<file path="src/source/pllPkg.sv">
package pllPkg;

    // ==============================
    // sizes
    // ==============================

    localparam int NumPll    = 3;    // synthesizers on the board
    localparam int FrameBits = 132;  // programming frame length
    localparam int GapBits   = 36;   // frame bits 32 to 67, always zero
    localparam int AdrWidth  = 6;    // wishbone word address

    // ==============================
    // address map
    // ==============================

    localparam int PllFieldLsb = 4;            // adr[5:4] picks the synthesizer
    localparam logic [1:0] PllUnmapped = 2'd3; // no fourth device

    // register offset in adr[3:0]
    typedef enum logic [3:0] {
        regBits0   = 4'd0,   // frame bits 31..0
        regBits68  = 4'd1,   // frame bits 99..68
        regBits100 = 4'd2,   // frame bits 131..100
        regControl = 4'd3,
        regXfer    = 4'd4    // write starts a frame
    } pllRegSel;

    // control word layout
    localparam int CtrlEnableBit = 0;
    localparam int CtrlBusyBit   = 1;  // read only
    localparam int CtrlResetBit  = 2;

    // ==============================
    // serial shifter
    // ==============================

    typedef enum logic [1:0] {
        stIdle,
        stLoad,
        stShift,
        stStrobe
    } shiftState;

endpackage

</file>
<file path="src/source/pllBusSlave.sv">
`timescale 1ns/1ns

module pllBusSlave (
    input  logic                        busClk,
    input  logic                        xferDone,
    input  logic                        cyc,
    input  logic                        stb,
    input  logic                        we,
    input  logic [pllPkg::AdrWidth-1:0] adr,
    input  logic [3:0]                  sel,
    input  logic [31:0]                 regData,
    input  logic                        busy,
    output logic                        ack,
    output logic [31:0]                 datRd,
    output logic                        wrEn,
    output logic [1:0]                  pllIdx,
    output pllPkg::pllRegSel            regSel,
    output logic                        startReq,
    output logic [1:0]                  startIdx
);

    logic req;
    logic served;    // this strobe already got its ack
    logic regKnown;
    logic mapped;
    logic isXfer;
    logic hold;
    logic ackSet;
    logic laneAny;

    // ==============================
    // address decode
    // ==============================

    assign pllIdx   = adr[pllPkg::AdrWidth-1:pllPkg::PllFieldLsb];
    assign regSel   = pllPkg::pllRegSel'(adr[pllPkg::PllFieldLsb-1:0]);
    assign regKnown = (adr[pllPkg::PllFieldLsb-1:0] <= pllPkg::regXfer);
    assign mapped   = regKnown && (pllIdx != pllPkg::PllUnmapped);
    assign isXfer   = mapped && (regSel == pllPkg::regXfer);

    // ==============================
    // handshake
    // ==============================

    assign req     = cyc && stb;
    assign laneAny = |sel;
    assign hold    = isXfer && we && busy;  // back-pressure until the shifter is free
    assign ackSet  = req && !served && !hold;

    always_ff @(posedge busClk or posedge xferDone) begin
        if (xferDone) begin
            ack    <= 1'b0;
            served <= 1'b0;
        end else begin
            ack <= ackSet;
            if (!req) begin
                served <= 1'b0;
            end else if (ackSet) begin
                served <= 1'b1;
            end
        end
    end

    // sampled on the edge that raises ack
    assign wrEn     = ackSet && we && mapped && !isXfer && laneAny;
    assign startReq = ackSet && we && isXfer && laneAny;
    assign startIdx = pllIdx;

    always_comb begin
        datRd = '0;
        if (mapped && !isXfer) begin
            datRd = regData;
            if (regSel == pllPkg::regControl) begin
                datRd[pllPkg::CtrlBusyBit] = busy;
            end
        end
    end

endmodule

</file>
<file path="src/source/pllConfigTop.sv">
`timescale 1ns/1ns

module pllConfigTop #(
    parameter int SckDivider = 4
) (
    input  logic                        busClk,
    input  logic                        xferDone,
    input  logic                        cyc,
    input  logic                        stb,
    input  logic                        we,
    input  logic [pllPkg::AdrWidth-1:0] adr,
    input  logic [3:0]                  sel,
    input  logic [31:0]                 datWr,
    output logic [31:0]                 datRd,
    output logic                        ack,
    output logic                        sck,
    output logic                        sdi,
    output logic [pllPkg::NumPll-1:0]   pllCs,
    output logic [pllPkg::NumPll-1:0]   pllEn,
    output logic [pllPkg::NumPll-1:0]   pllReset
);

    logic                         wrEn;
    logic [1:0]                   pllIdx;
    pllPkg::pllRegSel             regSel;
    logic                         startReq;
    logic [1:0]                   startIdx;
    logic [31:0]                  regData;
    logic [pllPkg::FrameBits-1:0] frameWord;
    logic                         busy;

    pllBusSlave busSlave (
        .busClk   (busClk),
        .xferDone (xferDone),
        .cyc      (cyc),
        .stb      (stb),
        .we       (we),
        .adr      (adr),
        .sel      (sel),
        .regData  (regData),
        .busy     (busy),
        .ack      (ack),
        .datRd    (datRd),
        .wrEn     (wrEn),
        .pllIdx   (pllIdx),
        .regSel   (regSel),
        .startReq (startReq),
        .startIdx (startIdx)
    );

    pllRegBank regBank (
        .busClk    (busClk),
        .xferDone  (xferDone),
        .wrEn      (wrEn),
        .pllIdx    (pllIdx),
        .regSel    (regSel),
        .datWr     (datWr),
        .sel       (sel),
        .startIdx  (startIdx),
        .regData   (regData),
        .frameWord (frameWord),
        .pllEn     (pllEn),
        .pllReset  (pllReset)
    );

    pllSerialShifter #(
        .SckDivider (SckDivider)
    ) shifter (
        .busClk    (busClk),
        .xferDone  (xferDone),
        .startReq  (startReq),
        .startIdx  (startIdx),
        .frameWord (frameWord),
        .busy      (busy),
        .sck       (sck),
        .sdi       (sdi),
        .pllCs     (pllCs)
    );

endmodule

</file>
<file path="src/source/pllRegBank.sv">
`timescale 1ns/1ns

module pllRegBank (
    input  logic                         busClk,
    input  logic                         xferDone,
    input  logic                         wrEn,
    input  logic [1:0]                   pllIdx,
    input  pllPkg::pllRegSel             regSel,
    input  logic [31:0]                  datWr,
    input  logic [3:0]                   sel,
    input  logic [1:0]                   startIdx,
    output logic [31:0]                  regData,
    output logic [pllPkg::FrameBits-1:0] frameWord,
    output logic [pllPkg::NumPll-1:0]    pllEn,
    output logic [pllPkg::NumPll-1:0]    pllReset
);

    logic [31:0] bits0Word   [pllPkg::NumPll];
    logic [31:0] bits68Word  [pllPkg::NumPll];
    logic [31:0] bits100Word [pllPkg::NumPll];
    logic        idxValid;
    logic        startValid;

    // replace only the enabled byte lanes
    function automatic logic [31:0] mergeBytes(
        input logic [31:0] oldWord,
        input logic [31:0] newWord,
        input logic [3:0]  laneEn
    );
        logic [31:0] merged;
        merged = oldWord;
        for (int b = 0; b < 4; b++) begin
            if (laneEn[b]) begin
                merged[b*8 +: 8] = newWord[b*8 +: 8];
            end
        end
        return merged;
    endfunction

    assign idxValid   = (int'(pllIdx) < pllPkg::NumPll);
    assign startValid = (int'(startIdx) < pllPkg::NumPll);

    // ==============================
    // register writes
    // ==============================

    always_ff @(posedge busClk or posedge xferDone) begin
        if (xferDone) begin
            for (int p = 0; p < pllPkg::NumPll; p++) begin
                bits0Word[p]   <= '0;
                bits68Word[p]  <= '0;
                bits100Word[p] <= '0;
            end
            pllEn    <= '0;
            pllReset <= '0;
        end else if (wrEn && idxValid) begin
            case (regSel)
                pllPkg::regBits0: begin
                    bits0Word[pllIdx] <= mergeBytes(bits0Word[pllIdx], datWr, sel);
                end
                pllPkg::regBits68: begin
                    bits68Word[pllIdx] <= mergeBytes(bits68Word[pllIdx], datWr, sel);
                end
                pllPkg::regBits100: begin
                    bits100Word[pllIdx] <= mergeBytes(bits100Word[pllIdx], datWr, sel);
                end
                pllPkg::regControl: begin
                    if (sel[0]) begin  // control bits live in byte 0
                        pllEn[pllIdx]    <= datWr[pllPkg::CtrlEnableBit];
                        pllReset[pllIdx] <= datWr[pllPkg::CtrlResetBit];
                    end
                end
                default: ;
            endcase
        end
    end

    // ==============================
    // read mux and frame assembly
    // ==============================

    always_comb begin
        regData = '0;
        if (idxValid) begin
            case (regSel)
                pllPkg::regBits0:   regData = bits0Word[pllIdx];
                pllPkg::regBits68:  regData = bits68Word[pllIdx];
                pllPkg::regBits100: regData = bits100Word[pllIdx];
                pllPkg::regControl: begin
                    regData[pllPkg::CtrlEnableBit] = pllEn[pllIdx];
                    regData[pllPkg::CtrlResetBit]  = pllReset[pllIdx];
                end
                default: regData = '0;
            endcase
        end
    end

    // msb first on the wire, so bits100 leads
    always_comb begin
        if (startValid) begin
            frameWord = {bits100Word[startIdx],
                         bits68Word[startIdx],
                         {pllPkg::GapBits{1'b0}},
                         bits0Word[startIdx]};
        end else begin
            frameWord = '0;
        end
    end

endmodule

</file>
<file path="src/source/pllSerialShifter.sv">
`timescale 1ns/1ns

module pllSerialShifter #(
    parameter int SckDivider = 4
) (
    input  logic                         busClk,
    input  logic                         xferDone,
    input  logic                         startReq,
    input  logic [1:0]                   startIdx,
    input  logic [pllPkg::FrameBits-1:0] frameWord,
    output logic                         busy,
    output logic                         sck,
    output logic                         sdi,
    output logic [pllPkg::NumPll-1:0]    pllCs
);

    localparam int DivWidth = $clog2(SckDivider);
    localparam int CntWidth = $clog2(pllPkg::FrameBits);
    localparam int MsbPos   = pllPkg::FrameBits - 1;

    logic [DivWidth-1:0]          divCnt;
    logic                         riseTick;
    logic                         fallTick;
    pllPkg::shiftState            state;
    logic [pllPkg::FrameBits-1:0] shiftReg;
    logic [CntWidth-1:0]          bitCnt;
    logic [pllPkg::NumPll-1:0]    csMask;
    logic                         frameDone;

    // ==============================
    // sck divider
    // ==============================

    always_ff @(posedge busClk or posedge xferDone) begin
        if (xferDone) begin
            divCnt <= '0;
        end else if (fallTick) begin
            divCnt <= '0;
        end else begin
            divCnt <= divCnt + 1'b1;
        end
    end

    assign riseTick = (divCnt == DivWidth'(SckDivider / 2 - 1));  // sck goes high next edge
    assign fallTick = (divCnt == DivWidth'(SckDivider - 1));      // sck goes low next edge

    // sck only toggles while shifting
    always_ff @(posedge busClk or posedge xferDone) begin
        if (xferDone) begin
            sck <= 1'b0;
        end else if (fallTick) begin
            sck <= 1'b0;
        end else if (riseTick && state == pllPkg::stShift) begin
            sck <= 1'b1;
        end
    end

    // ==============================
    // frame state machine
    // ==============================

    always_ff @(posedge busClk or posedge xferDone) begin
        if (xferDone) begin
            state     <= pllPkg::stIdle;
            sdi       <= 1'b0;
            bitCnt    <= '0;
            frameDone <= 1'b0;
        end else begin
            frameDone <= 1'b0;
            case (state)
                pllPkg::stIdle: begin
                    if (startReq) begin
                        state <= pllPkg::stLoad;
                    end
                end
                pllPkg::stLoad: begin
                    if (fallTick) begin  // first bit out, align to sck
                        sdi    <= shiftReg[MsbPos];
                        bitCnt <= CntWidth'(pllPkg::FrameBits - 1);
                        state  <= pllPkg::stShift;
                    end
                end
                pllPkg::stShift: begin
                    if (fallTick) begin
                        if (bitCnt == '0) begin
                            sdi   <= 1'b0;
                            state <= pllPkg::stStrobe;
                        end else begin
                            sdi    <= shiftReg[MsbPos];
                            bitCnt <= bitCnt - 1'b1;
                        end
                    end
                end
                pllPkg::stStrobe: begin
                    frameDone <= 1'b1;  // latch pulse next cycle
                    state     <= pllPkg::stIdle;
                end
                default: state <= pllPkg::stIdle;
            endcase
        end
    end

    // frame payload and target device
    always_ff @(posedge busClk) begin
        if (state == pllPkg::stIdle && startReq) begin
            shiftReg <= frameWord;
            csMask   <= pllPkg::NumPll'(1) << startIdx;
        end else if (fallTick && (state == pllPkg::stLoad || state == pllPkg::stShift)) begin
            shiftReg <= shiftReg << 1;
        end
    end

    assign busy  = (state != pllPkg::stIdle);
    assign pllCs = frameDone ? csMask : '0;

endmodule

</file>
<file path="config.mk">
export PLATFORM = sky130hd
export DESIGN_NAME = pllConfigTop
export DESIGN_NICKNAME = d
export VERILOG_FILES = /design/src/source/pllPkg.sv /design/src/source/pllBusSlave.sv /design/src/source/pllConfigTop.sv /design/src/source/pllRegBank.sv /design/src/source/pllSerialShifter.sv
export SDC_FILE = /design/constraint.sdc
export NUM_CORES = 1
export LEC_CHECK = 0
export CORE_UTILIZATION = 50
export DETAILED_ROUTE_END_ITERATION = 7
export DONT_BUFFER_PORTS = 1
export HOLD_SLACK_MARGIN = 0.06
export PLACE_DENSITY = 0.62
export RECOVER_POWER = 25
export SLEW_MARGIN = 20
export SYNTH_ARGS = -nofsm -noshare
export SYNTH_HDL_FRONTEND = slang
export SYNTH_SLANG_ARGS = --single-unit
</file>
<file path="constraint.sdc">
create_clock -name busClk -period 26.1 [get_ports busClk]
set_input_delay 5.22 -clock busClk [delete_from_list [all_inputs] [get_ports busClk]]
set_output_delay 5.22 -clock busClk [all_outputs]
set_load 0.1 [all_outputs]
</file>
# == After elaboration in Yosys (flattened, before gate mapping) ==
# Index checks and enable logic that the tools add are counted.
# totals
reg_bits,446
latchBits,0
mem_bits_rw,0
rom_bits,0
in_bits,47
out_inout_bits,44
elab_cells,174
mem_count,0
# op_classes
n_addsub,2
multipliers,0
n_div,0
magnitude_cmp,6
n_eq_ne,16
shift,1
n_mux,88
bitwise,1
reduce_logical,39
# op_table
op,n
132-bit two-way mux,3
8-bit two-way mux,39
96-bit bitwise mux,3
32-bit two-way mux,9
32-bit binary-select mux with 2-bit select,3
29-bit case mux with 3 select lines,1
32-bit demux with 2-bit select,1
1-bit logical AND,20
8-bit case mux with 2 select lines,1
1-bit two-way mux,12
2-bit two-way mux,5
"4-bit by 2-bit == test with 1-bit output, second input constant",2
8-bit zero test,1
"2-bit by 1-bit inequality test with 1-bit output, second input constant",4
1-bit case mux with 4 select lines,2
2-bit case mux with 4 select lines,1
4-bit AND reduction,2
2-bit nonzero test,4
"8-bit by 1-bit subtractor with 8-bit output, second input constant",1
3-bit bitwise mux,2
"2-bit == test, second input constant",3
"2-bit inequality test, second input constant",3
2-bit AND reduction,3
3-bit AND reduction,2
other kinds (22),26

# == Logic depth before layout (Yosys ltp) ==
# logic_depth
depth_word,14
ltp_mapped,9
ltp_nobuf,7

# == Modules after synthesis ==
# Synthesis repeated with hierarchy kept, for this count alone.
# hier_totals
cells_unflattened,2223
area_unflattened_um2,22809.4
# by_module_without_submodules
module,instances,cells_per_inst,area_per_inst_um2,seq_area_each_um2
pllRegBank,1,1787,15783.9,7357.1
pllSerialShifter,1,376,6573.8,4429.2
pllBusSlave,1,60,451.7,50.0

# == Worst setup path before layout ==
# No wires, ideal clock.
# synth_path
kind,input port to output port
start,in adr[4] (netlist name)
end,out datRd[0]
t_arrival_ns,7.568
required_ns,20.880
slack_ns,13.312
stages,5
cell_sequence,nor2b_1 -> clkbuf_1 -> clkbuf_1 -> a21oi_1 -> o221ai_1
# synth_via
elab_chain_cells,7
word_cells_on_any_way,21
# synth_rtl
element,line,rtl
from (decl),pllConfigTop.sv:11,"input logic [pllPkg::AdrWidth-1:0] adr,"
2-bit inverter with 3-bit output (not written as such),"pllRegBank.sv:86, pllRegBank.sv:87, pllRegBank.sv:88",
32-bit binary-select mux with 2-bit select (on tied branches),"pllRegBank.sv:88, pllRegBank.sv:86, pllRegBank.sv:87",
32-bit two-way mux (on tied branches) (2 in a row),"pllRegBank.sv:88, pllRegBank.sv:86, pllRegBank.sv:87",
1-bit case mux with 4 select lines,pllRegBank.sv:85,case (regSel)
32-bit two-way mux,pllRegBank.sv:84,if (idxValid) begin
32-bit two-way mux (*),pllBusSlave.sv:71,if (mapped && !isXfer) begin
to (decl),pllConfigTop.sv:14,"output logic [31:0] datRd,"
# Every way passes the cells marked *; elsewhere a longest branch is shown, timed or not. The select of a mux whose other input is x is not followed.

# == Worst setup path in the final report ==
# layout_path
start,in adr[5] (netlist name)
end,out datRd[1]
# layout_via
elab_chain_cells,8
word_cells_on_any_way,20
# layout_rtl
element,line,rtl
2-bit inverter with 3-bit output (not written as such),"pllRegBank.sv:86, pllRegBank.sv:87, pllRegBank.sv:88",
32-bit binary-select mux with 2-bit select (on tied branches),"pllRegBank.sv:88, pllRegBank.sv:86, pllRegBank.sv:87",
32-bit two-way mux (on tied branches) (2 in a row),"pllRegBank.sv:88, pllRegBank.sv:86, pllRegBank.sv:87",
1-bit case mux with 3 select lines,pllRegBank.sv:85,
32-bit two-way mux,pllRegBank.sv:84,
1-bit two-way mux,pllBusSlave.sv:73,if (regSel == pllPkg::regControl) begin
32-bit two-way mux (*),pllBusSlave.sv:71,
# Marks and branches as above.

==> flow_summary.yaml <==
outcome:
  status: "finished, violations left"
  violations: "capacitance limit, slew limit"
clock_tree:
  cts.repair.resized: 0
  clock-sinks: 446
  cts_hold_buffers: 0
  ctsHtreeMaxLevel: 2
  cts_tree: "built"
  path_clk_slew_ns: 0.06
  clock_latency_ns: 0.58
  clock_path_buffers: 3
  cts_buffers: 48
  ctsRootBufferMaster: "clkbuf_16"
  cts_setup_buffers: 0
setup_path:
  cp_data_arrival_time_ns: 9.35
  rr_worst_depth: 5
  r2r-start: "busSlave.served"
  required_ns: 20.88
  r2r-end: "shifter.shiftReg[65]"
  reg2reg_slack_ns: 21.52
  cp_max_fo: 110
  crit_path_end_kind: "output port"
  critPathKind: "in -> out"
  start_kind: "input port"
cells_and_area:
  fillers: 3386
  area_growth_pct: 9.776
  final_common_cell: "nand2_1"
  drive_above_1_share_pct: 16.80
  design_area_mm2: 0.02227
  fin_util_pct: 55.79
  final-instance-count-excl-fill: 2325
  nets: 1813
  final_cell_mix: "nand2_1, o21ai_0, dfrtp_1"
global_route:
  met2_usage_pct: 40.00
  first_global_vias: 13440
  met3_usage_pct: 5.753
  antenna_found_initial: 3
  grt_pass1_wl_um: 79250
  grt_usage_pct: 25.34
  grt-busiest-layer: "met2"
  grt-ovfl-total: 0
  grt_max_degree: 111
  use_met1_pct: 35.28
timing:
  hold_slack_ns: 0.4587
  final_max_slew_viol_count: 296
  post-route-min-period_ns: 14.57
  final.setup.worst_slack_ns: 11.53
  fmaxAchievable_mhz: 68.65
  setup_violations: 0
  relSlewSlack_pct: -189.2
  fin_skew_ns: 0.01607
  grt_setup_unrepaired: "no"
  hold_viol: 0
  timing.setup.tns_ns: 0
  fin_crit_sh_pct: 55.81
  worst_pin_slew_ns: 4.337
placed_design:
  dpl_cell_area_mm2: 0.02064
  gp_congestion: 0.7950
  pre_cts_slack_ns: 13.63
  io_buffer_count: 0
  dp_hpwl_um: 29200
  post-place-cells: 2233
pwr:
  leakage_nw: 9.406
  seq_power_share_pct: 48.3
  p_switching_mw: 0.3558
  swShare_pct: 23.11
  combPwrFrac_pct: 6.0
  clkPwrFrac_pct: 45.7
  p_per_area_mw_per_mm2: 69.12
  finalPower_mw: 1.539
  p_int_mw: 1.183
  vdd_drop_max_uv: 51.16
route:
  drt_iter0_markers: 999
  dr.pass1.iters: 5
  drc: 0
  vias: 13600
  drt-vias-per-instance: 5.849
  wl_per_cell_um: 21.95
  ant_nets: 0
  routed_wl_um: 51020
logic_synthesis:
  avgSynthCellArea_um2: 11.23
  syn-cell-area_mm2: 0.02029
  synth.net_count: 1861
  synth-seq-area-share_pct: 58.35
  synth_edf_count: 135
  ys.flop_type: "dfrtp_1"
  async_flop_share_pct: 69.73
  yosysUniqueCellTypes: 53
  synthCells: 1806
  yosys_warnings: 0
  ys_ff_latch: 446
worst_hold_path:
  hp-class: "reg -> reg"
  hold_depth: 1
  hp-start: "shifter.divCnt[0]"
  hold_end: "shifter.divCnt[0]"
floorplanning:
  core_mm2: 0.03991
  fp.dieH_um: 203.4
  initial_core_util_pct: 50.82
  chipWidth_um: 203.4
  num_io_pins: 91
  rows: 73
  die_area_mm2: 0.04138
job:
  cap_violations: 4
[power groups by stage]
stage                     clock [mW]  combinational [mW]  sequential, mW
after floorplan                    0              0.0794           0.754
after global placement             0              0.0924           0.756
after detailed placement           0              0.0948           0.756
after CTS                      0.716              0.0950           0.743
after global routing           0.744               0.102           0.744
final                          0.703              0.0929           0.743
[cells in the mapped netlist, drive strengths merged, types with 2 or more instances]
cell | number | area share (%)
nand2b | 33 | 1.0
a21oi | 10 | 0.25
nor4 | 4 | 0.20
nor3 | 3 | 0.099
nand3 | 12 | 0.30
buf | 46 | 1.3
nand4 | 3 | 0.093
mux2i | 99 | 4.9
nand3b | 2 | 0.074
a2bb2oi | 2 | 0.086
o21ai | 352 | 8.7
or2 | 2 | 0.062
dfrtp | 311 | 38
nor2b | 3 | 0.093
xor2 | 5 | 0.22
o21a | 30 | 1.1
a22oi | 29 | 1.1
nor4b | 2 | 0.12
nor2 | 21 | 0.39
nand2 | 355 | 6.6
edfxtp | 135 | 20
nor3b | 3 | 0.14
mux2 | 195 | 11
ha | 8 | 0.49
clkbuf | 72 | 1.3
a21boi | 2 | 0.074
and2 | 39 | 1.2
inv | 12 | 0.22
[worst max-delay path by stage]
stage	from	to	depth (start not counted)
after floorplan	xferDone	busSlave.ack	1
after global placement	adr[4]	datRd[16]	6
after detailed placement	adr[4]	datRd[1]	6
after CTS	adr[4]	datRd[1]	6
after global routing	adr[4]	datRd[1]	6
final	adr[5]	datRd[1]	6
[state kept, by name (all words and copies together) (netlist names), 2 cells and up]
signal,count
regBank.pllEn,3
shifter.shiftReg,132
shifter.csMask,3
shifter.state,2
regBank.pllReset,3
regBank.bits100Word,96
regBank.bits0Word,96
regBank.bits68Word,96
shifter.divCnt,2
shifter.bitCnt,8
[worst max-delay path, cell delays in order]
cell and delay, ns:
nor2b_4 0.12, clkbuf_1 2.36, a2bb2oi_1 0.42, o21ai_0 0.32, a32oi_1 0.13, nand2_1 0.70
[layout make-up]
| class | instances | area (µm²) | area share [%] |
|---|---|---|---|
| well taps | 525 | 656.9 | 2.950 |
| clock inverters | 14 | 201.4 | 0.9046 |
| inverters | 12 | 46.29 | 0.2079 |
| clock buffers | 76 | 1438 | 6.456 |
| flip-flops and latches | 446 | 11840 | 53.15 |
| diodes | 2 | 5.005 | 0.02247 |
| multi-input cells | 1230 | 7943 | 35.67 |
| repair buffers | 20 | 142.6 | 0.6405 |
[per-layer routing]
layer  wire length (µm)  up-vias
met3               3029       73
li1                   -     6279
met4               1078        4
met2              23510      364
met1              23380     6878
met5                 26        -
[cells by family after synthesis]
logic type	Yosys count	synth area share [%]
simple gates	485	10.46
flops	446	58.35
compound gates	438	11.90
mux	294	15.71
buf+inv	130	2.874
fa+ha+maj	8	0.4935
xor+xnor	5	0.2159
Power figures use the tool's default switching activity.
